`config.mk`:
```
export PLATFORM = sky130hd
export DESIGN_NAME = capture_target_top
export DESIGN_NICKNAME = d
export VERILOG_FILES = /design/src/rtl/capture_pkg.sv /design/src/rtl/cipher_start_if.sv /design/src/rtl/capture_target_top.sv /design/src/rtl/cmd_intake.sv /design/src/rtl/result_port.sv /design/src/rtl/round_cipher.sv
export SDC_FILE = /design/constraint.sdc
export NUM_CORES = 1
export LEC_CHECK = 0
export BUFFER_PORTS_ARGS = -buffer_cell sky130_fd_sc_hd__buf_2
export CAP_MARGIN = 20
export CORE_ASPECT_RATIO = 1.4
export CORE_MARGIN = 5
export CORE_UTILIZATION = 55
export CTS_CLUSTER_SIZE = 14
export DETAILED_ROUTE_END_ITERATION = 8
export GPL_TIMING_DRIVEN = 0
export PLACE_DENSITY = 0.85
export SLEW_MARGIN = 10
export SYNTH_ARGS = -nofsm -noshare
export SYNTH_HDL_FRONTEND = slang
export SYNTH_SLANG_ARGS = --single-unit
```
`constraint.sdc`:
```
create_clock -name clk_main_i -period 4.6 [get_ports clk_main_i]
set_input_delay 0.46 -clock clk_main_i [delete_from_list [all_inputs] [get_ports clk_main_i]]
set_output_delay 0.46 -clock clk_main_i [all_outputs]
set_load 0.03 [all_outputs]
```
`src/rtl/capture_pkg.sv`:
```
// Capture target shared definitions
// Word types, host opcodes, cipher constants and FSM encodings
`default_nettype none

package capture_pkg;

  ////////////////////
  // Data types
  ////////////////////
  localparam int WORD_W = 32;

  typedef logic [WORD_W-1:0] word_t;   // Data, key or state word
  typedef logic [0:0]        op_t;     // Host opcode
  typedef logic [2:0]        round_t;  // Round index

  // Host opcodes
  localparam op_t OP_KEY   = 1'b0;  // Load key register
  localparam op_t OP_BLOCK = 1'b1;  // Encrypt one word

  // Cipher constants
  localparam int    NUM_ROUNDS  = 8;               // One round per clock
  localparam word_t ROUND_CONST = 32'h9e37_79b9;   // Scaled by round number + 1
  localparam int    ROT_AMOUNT  = 3;               // Left rotate per round

  ////////////////////
  // FSM encodings
  ////////////////////
  typedef enum logic [1:0] {
    INT_IDLE,       // Waiting for host req
    INT_ACK_KEY,    // Ack raised, key start cycle
    INT_ACK_BLOCK,  // Ack raised, block start cycle
    INT_WAIT_DROP   // Ack held until req falls
  } intake_state_t;

  typedef enum logic [1:0] {
    CIP_IDLE,
    CIP_RUN,   // Rounds in progress
    CIP_DONE   // Result held until taken
  } cipher_state_t;

  typedef enum logic [1:0] {
    RES_EMPTY,
    RES_REQ,       // Req high, word on the bus
    RES_WAIT_DROP  // Ack seen, waiting for it to fall
  } result_state_t;

endpackage : capture_pkg

`default_nettype wire

```
`src/rtl/cipher_start_if.sv`:
```
// Block start channel from the command intake to the round cipher
// Carries key loads and block starts, busy flows back
`timescale 1ns/1ps
`default_nettype none

interface cipher_start_if;

  import capture_pkg::*;

  logic  start;  // Single cycle pulse
  op_t   op;     // OP_KEY or OP_BLOCK
  word_t data;   // Key or plaintext
  logic  busy;   // Cipher in RUN or DONE

  // Intake side
  modport initiator (
    output start, op, data,
    input  busy
  );

  // Cipher side
  modport target (
    input  start, op, data,
    output busy
  );

endinterface : cipher_start_if

`default_nettype wire

```
`src/rtl/capture_target_top.sv`:
```
// Capture target top level
// Host intake, round cipher and result port with a gated capture trigger
`timescale 1ns/1ps
`default_nettype none

module capture_target_top (
  input  wire logic                clk_main_i,
  input  wire logic                arst_n_i,
  // Host command port
  input  wire logic                host_req_i,
  input  wire capture_pkg::op_t    host_op_i,
  input  wire capture_pkg::word_t  host_data_i,
  output logic                     host_ack_o,
  // Host result port
  output logic                     res_req_o,
  output capture_pkg::word_t       res_data_o,
  input  wire logic                res_ack_i,
  // Scope trigger
  input  wire logic                trig_arm_i,
  output logic                     trig_o
);

  import capture_pkg::*;

  ////////////////////
  // Internal links
  ////////////////////
  cipher_start_if start_if ();

  logic  cipher_done;
  logic  cipher_running;
  logic  result_taken;
  word_t cipher_result;

  cmd_intake u_intake (
    .clk_main_i  ( clk_main_i  ),
    .arst_n_i    ( arst_n_i    ),
    .host_req_i  ( host_req_i  ),
    .host_op_i   ( host_op_i   ),
    .host_data_i ( host_data_i ),
    .host_ack_o  ( host_ack_o  ),
    .start       ( start_if    )
  );

  round_cipher u_cipher (
    .clk_main_i ( clk_main_i     ),
    .arst_n_i   ( arst_n_i       ),
    .start      ( start_if       ),
    .running_o  ( cipher_running ),  // Trigger gate
    .done_o     ( cipher_done    ),
    .result_o   ( cipher_result  ),
    .taken_i    ( result_taken   )
  );

  result_port u_result (
    .clk_main_i ( clk_main_i     ),
    .arst_n_i   ( arst_n_i       ),
    .done_i     ( cipher_done    ),
    .result_i   ( cipher_result  ),
    .taken_o    ( result_taken   ),
    .running_i  ( cipher_running ),
    .trig_arm_i ( trig_arm_i     ),
    .trig_o     ( trig_o         ),
    .res_req_o  ( res_req_o      ),
    .res_data_o ( res_data_o     ),
    .res_ack_i  ( res_ack_i      )
  );

endmodule : capture_target_top

`default_nettype wire

```
`src/rtl/cmd_intake.sv`:
```
// Command intake
// Host four-phase req/ack, key loads and busy-gated block starts
`timescale 1ns/1ps
`default_nettype none

module cmd_intake (
  input  wire logic                clk_main_i,
  input  wire logic                arst_n_i,
  // Host port
  input  wire logic                host_req_i,
  input  wire capture_pkg::op_t    host_op_i,
  input  wire capture_pkg::word_t  host_data_i,
  output logic                     host_ack_o,
  // To cipher
  cipher_start_if.initiator        start
);

  import capture_pkg::*;

  intake_state_t state_q, state_d;
  word_t         data_q;  // Host word for the pending start

  ////////////////////
  // Handshake FSM
  ////////////////////
  always_comb begin
    state_d = state_q;
    unique case (state_q)
      INT_IDLE: begin
        if (host_req_i) begin
          if (host_op_i == OP_KEY) begin
            state_d = INT_ACK_KEY;  // Keys never wait
          end else if (!start.busy) begin
            state_d = INT_ACK_BLOCK;
          end
          // Block with busy high stays here, back-pressure
        end
      end
      INT_ACK_KEY,
      INT_ACK_BLOCK: begin
        state_d = INT_WAIT_DROP;  // Start lasts one cycle only
      end
      INT_WAIT_DROP: begin
        if (!host_req_i) begin
          state_d = INT_IDLE;  // Ack falls on next edge
        end
      end
      default: state_d = INT_IDLE;
    endcase
  end

  always_ff @(posedge clk_main_i or negedge arst_n_i) begin
    if (!arst_n_i) begin
      state_q <= INT_IDLE;
    end else begin
      state_q <= state_d;
    end
  end

  // Sampled every idle cycle, frozen once accepted
  always_ff @(posedge clk_main_i) begin
    if (state_q == INT_IDLE) begin
      data_q <= host_data_i;
    end
  end

  // Outputs, all decoded from registered state
  assign host_ack_o = (state_q != INT_IDLE);
  assign start.start = (state_q == INT_ACK_KEY) || (state_q == INT_ACK_BLOCK);
  assign start.op    = (state_q == INT_ACK_KEY) ? OP_KEY : OP_BLOCK;
  assign start.data  = data_q;

endmodule : cmd_intake

`default_nettype wire

```
`src/rtl/result_port.sv`:
```
// Result port
// Holds the cipher output, runs the result req/ack and the capture trigger
`timescale 1ns/1ps
`default_nettype none

module result_port (
  input  wire logic                clk_main_i,
  input  wire logic                arst_n_i,
  // From cipher
  input  wire logic                done_i,
  input  wire capture_pkg::word_t  result_i,
  output logic                     taken_o,
  input  wire logic                running_i,
  // Trigger
  input  wire logic                trig_arm_i,
  output logic                     trig_o,
  // Host result port
  output logic                     res_req_o,
  output capture_pkg::word_t       res_data_o,
  input  wire logic                res_ack_i
);

  import capture_pkg::*;

  result_state_t state_q, state_d;
  word_t         data_q;  // Word shown to the host
  logic          load;    // Take result from cipher
  logic          trig_q;

  assign load = (state_q == RES_EMPTY) && done_i;

  ////////////////////
  // Handshake FSM
  ////////////////////
  always_comb begin
    state_d = state_q;
    unique case (state_q)
      RES_EMPTY:     if (load)       state_d = RES_REQ;
      RES_REQ:       if (res_ack_i)  state_d = RES_WAIT_DROP;  // Req falls
      RES_WAIT_DROP: if (!res_ack_i) state_d = RES_EMPTY;      // Phase 4 done
      default:                       state_d = RES_EMPTY;
    endcase
  end

  always_ff @(posedge clk_main_i or negedge arst_n_i) begin
    if (!arst_n_i) begin
      state_q <= RES_EMPTY;
      trig_q  <= 1'b0;
    end else begin
      state_q <= state_d;
      // Armed trigger passes only in active round cycles
      trig_q  <= trig_arm_i & running_i;
    end
  end

  // Stable for the whole req phase
  always_ff @(posedge clk_main_i) begin
    if (load) begin
      data_q <= result_i;
    end
  end

  assign taken_o    = load;  // Same cycle as the load
  assign res_req_o  = (state_q == RES_REQ);
  assign res_data_o = data_q;
  assign trig_o     = trig_q;

endmodule : result_port

`default_nettype wire

```
`src/rtl/round_cipher.sv`:
```
// Iterative round cipher
// Key register, state register and round counter, one round per clock
`timescale 1ns/1ps
`default_nettype none

module round_cipher (
  input  wire logic                clk_main_i,
  input  wire logic                arst_n_i,
  // From intake
  cipher_start_if.target           start,
  // To result port
  output logic                     running_o,
  output logic                     done_o,
  output capture_pkg::word_t       result_o,
  input  wire logic                taken_i
);

  import capture_pkg::*;

  cipher_state_t state_q, state_d;
  round_t        rnd_q;      // Current round index
  word_t         key_q;      // Last loaded key
  word_t         blk_key_q;  // Key snapshot, a key load mid-block leaves it intact
  word_t         blk_q;      // Cipher state word
  word_t         mixed;
  word_t         rotated;
  word_t         rc;
  word_t         round_out;
  logic          key_load;
  logic          blk_start;
  logic          last_round;

  assign key_load   = start.start && (start.op == OP_KEY);
  assign blk_start  = start.start && (start.op == OP_BLOCK) && (state_q == CIP_IDLE);
  assign last_round = (rnd_q == round_t'(NUM_ROUNDS - 1));

  ////////////////////
  // Round function
  ////////////////////
  assign mixed     = blk_q ^ blk_key_q;                                   // Key add
  assign rotated   = (mixed << ROT_AMOUNT) | (mixed >> (WORD_W - ROT_AMOUNT));
  assign rc        = ROUND_CONST * (word_t'(rnd_q) + word_t'(1));        // Const x (r+1)
  assign round_out = rotated + rc;                                        // Mod 2^32

  ////////////////////
  // Sequencer
  ////////////////////
  always_comb begin
    state_d = state_q;
    unique case (state_q)
      CIP_IDLE: if (blk_start)  state_d = CIP_RUN;
      CIP_RUN:  if (last_round) state_d = CIP_DONE;
      CIP_DONE: if (taken_i)    state_d = CIP_IDLE;  // Releases busy
      default:                  state_d = CIP_IDLE;
    endcase
  end

  always_ff @(posedge clk_main_i or negedge arst_n_i) begin
    if (!arst_n_i) begin
      state_q <= CIP_IDLE;
      rnd_q   <= '0;
      key_q   <= '0;  // Zero key until first load
    end else begin
      state_q <= state_d;
      if (key_load) begin
        key_q <= start.data;
      end
      if (blk_start) begin
        rnd_q <= '0;
      end else if (state_q == CIP_RUN) begin
        rnd_q <= rnd_q + round_t'(1);  // Wraps to 0 after last round
      end
    end
  end

  // Datapath
  always_ff @(posedge clk_main_i) begin
    if (blk_start) begin
      blk_q     <= start.data;  // Plaintext in
      blk_key_q <= key_q;
    end else if (state_q == CIP_RUN) begin
      blk_q     <= round_out;
    end
  end

  assign start.busy = (state_q != CIP_IDLE);          // RUN or DONE
  assign running_o  = (state_q == CIP_RUN);           // Trigger gate
  assign done_o     = (state_q == CIP_DONE);          // Held until taken
  assign result_o   = blk_q ^ blk_key_q;              // Final whitening

endmodule : round_cipher

`default_nettype wire

```
Word level (Yosys, flattened, before mapping)
Cells that the tools add are included.

Bits in registers: 170. Input port bits: 38. Logic and storage cells: 67.

Add/sub/neg operators: 3. $mul: 1. Eq/ne operators: 17. Muxes and demuxes: 18. Bitwise gates (word level): 3. Reduce and logical (&&, ||, !) cells: 15.

Operators by type and width (number): 32-bit 2-to-1 mux (2); 32-bit adder (1); 32-bit by 32-bit multiplier with 32-bit output, first input constant (1); 32-bit by 3-bit bitwise OR with 32-bit output (1); 32-bit bitwise XOR (1); 2-bit 2-to-1 mux (10); 2-bit one-hot mux with 3 select lines (3); 2-bit != test, second input constant (6); 3-bit AND reduction (3); 2-bit == test, second input constant (4); 2-bit by 1-bit == test with 1-bit output, second input constant (3); 2-bit logical NOT (3); 3-bit 2-to-1 mux (2); 2-bit nonzero test (3); 3-bit by 1-bit adder with 4-bit output, second input constant (1); 1-bit logical AND (4); 2-bit by 1-bit != test with 1-bit output, second input constant (2); 3-bit by 1-bit adder with 3-bit output, second input constant (1); 3-bit == test, second input constant (1); 3-bit != test, second input constant (1); 2-bit OR reduction (1); 1-bit AND (1); 1-bit logical OR (1); 1-bit 2-to-1 mux (1).

Longest topological paths before layout
Gate-level depths: netlist of the first run.

Depth in word-level cells: 6. Gate-level depth with buffers: 19. Mapped depth without buffers: 18.

Hierarchy
From an unflattened synthesis of the first run, not the netlist that was laid out.

Cell total of the unflattened synthesis: 705. Area total of the unflattened synthesis: 8976.1 µm².

Modules (own cells, without submodules): round_cipher (times used 1, cells an instance 613, area each 6755.2 µm², sequential area each 2847.7 µm²); cmd_intake (times used 1, cells an instance 50, area each 1138.6 µm², sequential area each 1011.0 µm²); result_port (times used 1, cells an instance 42, area each 1082.3 µm², sequential area each 1036.0 µm²).

Worst setup path after synthesis of the first run
No wires, ideal clock.

Kind: flip-flop to flip-flop. Start: reg u_cipher.rnd_q[0]. End: reg u_cipher.blk_q[29], data pin. Setup time: 0.267 ns. Data arrival time: 4.496 ns. Data required time: 4.333 ns. Path slack: -0.164 ns. Stages on the path, launching flop included: 19. Clock period less this slack: 4.764 ns. Path through: dfrtp_1 > clkbuf_1 > inv_1 > ha_1 > inv_1 > fa_1 > inv_1 > fa_1 > fa_1 > inv_1 > ha_1 > a21oi_1 > o21ai_1 > a41oi_1 > o211a_1 > a211oi_2 > a311oi_2 > xor2_1 > a21oi_1.

Word-level cells in the longest chain between the ends: 5.

RTL lines: start, declared (line round_cipher.sv:21) `round_t rnd_q;`; start signal, assigned (line round_cipher.sv:71) `rnd_q <= rnd_q + round_t'(1);`; 3-bit by 1-bit adder with 4-bit output (line round_cipher.sv:42) `assign rc = ROUND_CONST * (word_t'(rnd_q) + word_t'(1));`; 32-bit by 32-bit multiplier with 32-bit output (line round_cipher.sv:42); 32-bit adder (line round_cipher.sv:43) `assign round_out = rotated + rc;`; 32-bit 2-to-1 mux (line round_cipher.sv:81) `end else if (state_q == CIP_RUN) begin`; 32-bit 2-to-1 mux (line round_cipher.sv:78) `if (blk_start) begin`; end signal, assigned (line round_cipher.sv:79) `blk_q <= start.data;`; end signal, assigned (line round_cipher.sv:82) `blk_q <= round_out;`; end, declared (line round_cipher.sv:24) `word_t blk_q;`.

Every way passes these cells. The select of a mux whose other input is x is not followed. A chain may end at the register's enable or synchronous reset.

Final worst setup path of the first run
Start: reg u_cipher.rnd_q[0]. End: reg u_cipher.blk_q[31], data pin.

Same word-level chain as after synthesis.

==> run_results.csv, run 1 <==
group,metric,value,unit
run_status,status,"finished clean",
route,drt_iter0_markers,424,
finish,seq_area,4900,µm²
sta,rsz0062_at_grt,"true",
placed_design,routabilityCongestion,0.944,
placed_design,dpl.hpwl,14.1,mm
hold_path,worstHoldStart,"host_data_i[1]",
placed_design,io_buffers,72,
finish,layout-drive-gt1-share,0.279,
sta,period_share,0.991,
logic_synthesis,synth_area_leaders,"edfxtp_1 43%, dfrtp_1 12%, ha_1 7.7%, fa_1 7.0%, xor2_1 4.6%",
logic_synthesis,yosysWarnings,0,
route,detailroute.via_count,5692,
sta,min_period,4.56,ns
worst_setup_path,cp_num_buf_inv,6,
clock_network,cts_tree,"yes",
route,avgViaCountPerCell,5.54,
floorplanning,num_rows,55,
worst_setup_path,cp.required,4.78,ns
grt,use_met1,0.250,
clock_network,cts_sinks,170,
finish,nFillCells,1154,
sta,setup_viol,0,
sta,max_slew.worst_pin.slew,0.820,ns
logic_synthesis,yosysSeqAreaShare,0.548,
floorplanning,ios,73,
worst_setup_path,cpMaxStageDelayCell,"fa_2",
grt,grt.busiest_layer,"met2",
hold_path,min_path_type,"in -> reg",
sta,max_freq,0.219,GHz
floorplanning,fp.coreArea,16000,µm²
logic_synthesis,synth_fp_nets,822,
worst_setup_path,cp_max_fo,6,
grt,grt_pass1_wl,31.2,mm
sta,slew_viol_final,0,
job,max_cap_violations,0,
logic_synthesis,yosysMostFrequentCell,"edfxtp_1",
worst_setup_path,critPathArrivalTime,4.74,ns
route,firstDrtPassIters,5,
logic_synthesis,synth_top_area_cell,"edfxtp_1",
clock_network,clockBufferDepth,2,
clock_network,numCtsBuffers,17,
logic_synthesis,synth_cells,698,
finish,final_util,0.662,
grt,met2_usage,0.381,
finish,n_antenna_cell,0,
worst_setup_path,start_kind,"flop",
grt,grt_max_degree,43,
grt,antenna_found_initial,0,
sta,timing.slew.headroom,0.452,
finish,fin_nets,940,
grt,track_usage,0.212,
logic_synthesis,ys_seq_elements,170,
logic_synthesis,synth_top_area_frac,0.431,
route,drt_wl_total,19.8,mm
finish,area_growth,18.9,%
grt,grtUsageMet3,0.0373,
sta,finClkSkew,0.0114,ns
finish,multi_input_area,3860,µm²
worst_setup_path,path_cells,"clkbuf_8 -> clkinvlp_4 -> ha_4 -> inv_4 -> fa_2 -> inv_2 -> fa_2 -> fa_1 -> inv_2 -> ha_4 -> a21oi_2 -> o21ai_2 -> a41oi_2 -> buf_4 -> o21ai_4 -> a31oi_4 -> o31ai_4 -> and3_4 -> o31ai_2",
logic_synthesis,synth_edf_count,128,
logic_synthesis,synth_common_cells,"128 x edfxtp_1, 72 x inv_1, 57 x a21oi_1, 55 x ha_1, 48 x nand2_1",
clock_network,clkTransAtPathRegs,0.07,ns
worst_setup_path,cp_slowest_stage_delay,0.58,ns
logic_synthesis,avgSynthCellArea,12.8,µm²
logic_synthesis,synthesis.area,8930,µm²
logic_synthesis,synth-async-reset-ratio,0.247,
sta,hold_viol_final,0,
grt,grt_pass1_vias,5959,
clock_network,cts_root_buf,"clkbuf_16",
grt,grt-ovfl-total,0,
route,drtAntennaViolNets,0,
worst_setup_path,r2r_start,"u_cipher.rnd_q[0]$_DFFE_PN0P_",
worst_setup_path,critPathTopFamily,"adder cells",
clock_network,cts-htree-levels,4,
worst_setup_path,worst-setup-path-type,"reg -> reg",
route,drc,0,
clock_network,insertion_delay,0.43,ns
logic_synthesis,yosysUniqueCellTypes,63,
logic_synthesis,synth_flop_cell,"edfxtp_1",
worst_setup_path,critical_path.startpoint,"u_cipher.rnd_q[0]$_DFFE_PN0P_",
floorplanning,die_h,161,µm
floorplanning,die_w,118,µm
worst_setup_path,cp-end-kind,"flop",
floorplanning,dieArea,18900,µm²
floorplanning,start_util,0.557,
route,wl_per_cell,19.3,µm
[sequential cells by signal, indices dropped and copies added, names as in the netlist]
signal,count
u_result.trig_o,1
u_intake.state_q,2
u_intake.start.data,32
u_cipher.rnd_q,3
u_result.res_data_o,32
u_cipher.key_q,32
u_cipher.blk_key_q,32
u_cipher.blk_q,32
u_result.state_q,2
u_cipher.state_q,2
[metrics by stage]
stage / setup WS, ns / setup TNS [ns] / hold WS [ns] / instances / cell area [µm²]
after CTS: 0.00168 / 0 / 0.188 / 1017 / 10400
after global placement: -0.566 / -16.35 / 0.425 / 969 / 9550
after detailed placement: -0.609 / -6.15 / 0.428 / 974 / 9630
after floorplan: 0.00855 / 0 / 0.164 / 698 / 8940
after global routing: -0.0854 / -0.219 / 0.183 / 1028 / 10600
final: 0.0400 / 0 / 0.196 / 1028 / 10600
[area by class of cell]
type / count / area share
timing repair buffer: 101 / 0.0596
tap: 199 / 0.0234
clock inverter: 14 / 0.0136
sequential: 170 / 0.461
inverter: 73 / 0.0266
multi-input combinational: 435 / 0.363
clock buffer: 18 / 0.0414
buffer: 18 / 0.0111
[metal layers]
| layer | share of wire | wire length (µm) | up-vias |
|---|---|---|---|
| met5 | 0 | 0 | - |
| met4 | 0.026 | 524 | 0 |
| met3 | 0.039 | 782 | 30 |
| met2 | 0.55 | 10900 | 151 |
| met1 | 0.38 | 7550 | 2845 |
| li1 | - | - | 2666 |
[cell families (layout without fill, tap and decap cells)]
family | Yosys count | in the layout | share of synthesized area
AOI/OAI and AO/OA | 135 | 135 | 0.0978
buffers and inverters | 93 | 224 | 0.0436
muxes | 33 | 33 | 0.0415
adders and majority gates | 86 | 86 | 0.147
and+or+nand+nor | 115 | 115 | 0.0580
other | 1 | 1 | 0.000420
DFF | 170 | 170 | 0.548
xor gates and xnor gates | 65 | 65 | 0.0638
[placed cells by master (no fill, tap or decap), drive strengths merged, types with 4 or more instances in the layout]
master / count
a21o: 14
a21oi: 59
and3: 4
buf: 111
clkbuf: 24
clkinv: 6
clkinvlp: 4
dfrtp: 42
edfxtp: 128
fa: 31
ha: 55
inv: 75
mux2: 32
nand2: 49
nand2b: 5
nand3: 4
nand4: 7
nor2: 33
o21ai: 29
o21bai: 6
xnor2: 18
xor2: 47
[what timing repair did]
item                                   4_1_cts  5_1_grt
gates resized for setup                     31       17
hold buffers                                 0        1
pin swaps                                   11       16
buffers inserted                            11       11
endpoints found under the hold margin        0       13
setup endpoints to repair                   17       13
[final timing paths]
path                                                         end  slack, ns  depth (start not counted)
max in group asynchronous          u_cipher.rnd_q[2]$_DFFE_PN0P_       3.56                          3
min in group asynchronous         u_cipher.key_q[11]$_DFFE_PN0P_       0.52                          2
worst max register to register      u_cipher.blk_q[31]$_DFFE_PP_       0.04                         19
worst min-delay path            u_intake.start.data[1]$_DFFE_PN_       0.20                          1
worst min register to register   u_cipher.blk_key_q[7]$_DFFE_PP_       0.44                          0
worst max-delay path                u_cipher.blk_q[31]$_DFFE_PP_       0.04                         19
Power of run 1 is not shown: default switching activity piles up to over one toggle a cycle in this logic, so the estimate is an artifact.
==> run 2: changes to the inputs <==
Settings changed: CORE_ASPECT_RATIO 1.4 to 0.8, CORE_MARGIN 5 to 2.
==> run 2 against run 1 <==
The flow now finishes with violations (negative setup slack). Die area down 8.7%. Design area rose by 0.95%. First-iteration DRC count up 23%. Hold slack worse by 0.17 ns. Wire length increased by 5.0%. Global-route usage is 3.7 points higher. Sequential cell count unchanged. Critical endpoint is now u_cipher.blk_q[23]$_DFFE_PP_. Sequential share of layout area fell by 0.44 points. Non-clock buffer count rose by 2. Via count up 2.3%. Largest cell class unchanged. Critical path depth rose by 2.
==> run_results.csv, run 2 (synthesized netlist as in run 1, its figures left out) <==
group,metric,value,unit
sta,max_slew.worst_pin.slew,0.818,ns
clock_network,cts_tree,"yes",
sta,rsz0062_at_grt,"true",
finish,area_growth,20.1,%
sta,slew_viol_final,0,
worst_setup_path,cp-end-kind,"flop",
hold_path,min_path_type,"in -> async",
floorplanning,start_util,0.563,
route,wl_per_cell,19.9,µm
route,firstDrtPassIters,5,
worst_setup_path,cp_max_fo,5,
worst_setup_path,start_kind,"flop",
worst_setup_path,cpMaxStageDelayCell,"fa_1",
route,drt_iter0_markers,521,
route,avgViaCountPerCell,5.57,
run_status,violations,"negative setup slack",
grt,grt-ovfl-total,0,
finish,layout-drive-gt1-share,0.290,
placed_design,routabilityCongestion,0.919,
worst_setup_path,cp.required,4.76,ns
finish,n_antenna_cell,0,
floorplanning,die_h,118,µm
sta,setup_slack,-0.108,ns
finish,final_common_cell,"edfxtp_1",
finish,fin_nets,942,
job,max_cap_violations,0,
worst_setup_path,path_cells,"clkbuf_8 -> clkinvlp_4 -> ha_4 -> inv_4 -> fa_2 -> buf_4 -> ha_4 -> inv_1 -> fa_1 -> inv_1 -> ha_4 -> o2111ai_2 -> nor3_2 -> a211oi_4 -> buf_4 -> buf_6 -> o21ai_2 -> a31oi_4 -> buf_4 -> xor2_1 -> a21oi_1",
sta,period_share,1.02,
grt,antenna_found_initial,0,
sta,min_period,4.71,ns
clock_network,cts_root_buf,"clkbuf_16",
placed_design,dp_slack,-0.676,ns
route,drtAntennaViolNets,0,
sta,hold_viol_final,0,
clock_network,cts_sinks,170,
floorplanning,fp.coreArea,15900,µm²
clock_network,insertion_delay,0.43,ns
sta,setup_viol,5,
placed_design,io_buffers,72,
worst_setup_path,critPathArrivalTime,4.87,ns
finish,layout_common_cells,"128 x edfxtp_1, 75 x buf_2, 64 x inv_1, 54 x a21oi_1, 48 x nand2_1",
sta,timing.slew.headroom,0.454,
sta,finClkSkew,0.0116,ns
sta,max_freq,0.212,GHz
floorplanning,num_rows,41,
clock_network,clockBufferDepth,2,
grt,track_usage,0.249,
placed_design,dpl.hpwl,14.4,mm
worst_setup_path,cp_slowest_stage_delay,0.51,ns
grt,grt_max_degree,43,
floorplanning,ios,73,
route,drt_wl_total,20.8,mm
worst_setup_path,worst-setup-path-type,"reg -> reg",
floorplanning,dieArea,17300,µm²
run_status,status,"finished with violations",
clock_network,numCtsBuffers,17,
clock_network,cts-htree-levels,4,
clock_network,clkTransAtPathRegs,0.07,ns
floorplanning,die_w,146,µm
route,drc,0,
grt,grt_pass1_wl,32.4,mm
grt,grt_pass1_vias,5917,
clock_network,cts_hold_buf,0,
route,detailroute.via_count,5824,
==> run 2: worst paths after layout <==
path	from	end	slack, ns	depth (start not counted)
worst min-delay path	arst_n_i	u_result.state_q[0]$_DFFE_PN0P_	0.03	1
worst max register to register	u_cipher.rnd_q[0]$_DFFE_PN0P_	u_cipher.blk_q[23]$_DFFE_PP_	-0.11	21
worst min register to register	u_cipher.key_q[13]$_DFFE_PN0P_	u_cipher.blk_key_q[13]$_DFFE_PP_	0.45	0
worst max-delay path	u_cipher.rnd_q[0]$_DFFE_PN0P_	u_cipher.blk_q[23]$_DFFE_PP_	-0.11	21
max in group asynchronous	arst_n_i	u_cipher.key_q[12]$_DFFE_PN0P_	4.02	2
min in group clk_main_i	host_data_i[31]	u_intake.start.data[31]$_DFFE_PN_	0.20	1
==> run 2: routing by layer <==
layer | vias up | GRT usage | routed length (µm)
met2 | 209 | 0.375 | 9540
met1 | 2892 | 0.354 | 9500
li1 | 2682 | - | -
met3 | 41 | 0.0682 | 1340
met4 | 0 | 0.0819 | 408
met5 | - | 0 | 0
==> run 2: area by class of cell <==
class / count / area [µm²]
multi-input combinational: 435 / 3910
timing repair buffer: 102 / 653
clock buffer: 17 / 425
buffer: 19 / 129
clock inverter: 15 / 156
fill: 1121 / 5130
tap: 215 / 269
sequential: 170 / 4900
inverter: 73 / 284
==> run 2: timing repair <==
item,in CTS,in global routing
pin swaps,13,15
hold endpoints to repair,0,0
endpoints found under the setup margin,18,15
setup buffers,14,10
gates resized for setup,29,30
==> run 2: critical path, delay by kind of cell (launching register included) <==
family,cells,cell delay [ns]
AOI/OAI and AO/OA,5,0.94
buffers and inverters,9,1.03
adders and majority gates,5,1.80
and+or+nand+nor,1,0.07
xor gates and xnor gates,1,0.15
DFF,1,0.41
==> run 2: stage by stage <==
stage	instance area (µm²)	utilization	hold slack (ns)	setup TNS (ns)	instances
finish	10700	0.676	0.0259	-0.346	1046
global route	10700	0.676	0.0443	-1.37	1046
CTS	10500	0.660	0.173	-0.0224	1035
detailed placement	9660	0.609	0.433	-6.11	990
global placement	9570	0.604	0.424	-12.20	985
floorplan	8940	-	0.164	0	698
Power of run 2 is left out for the same reason.
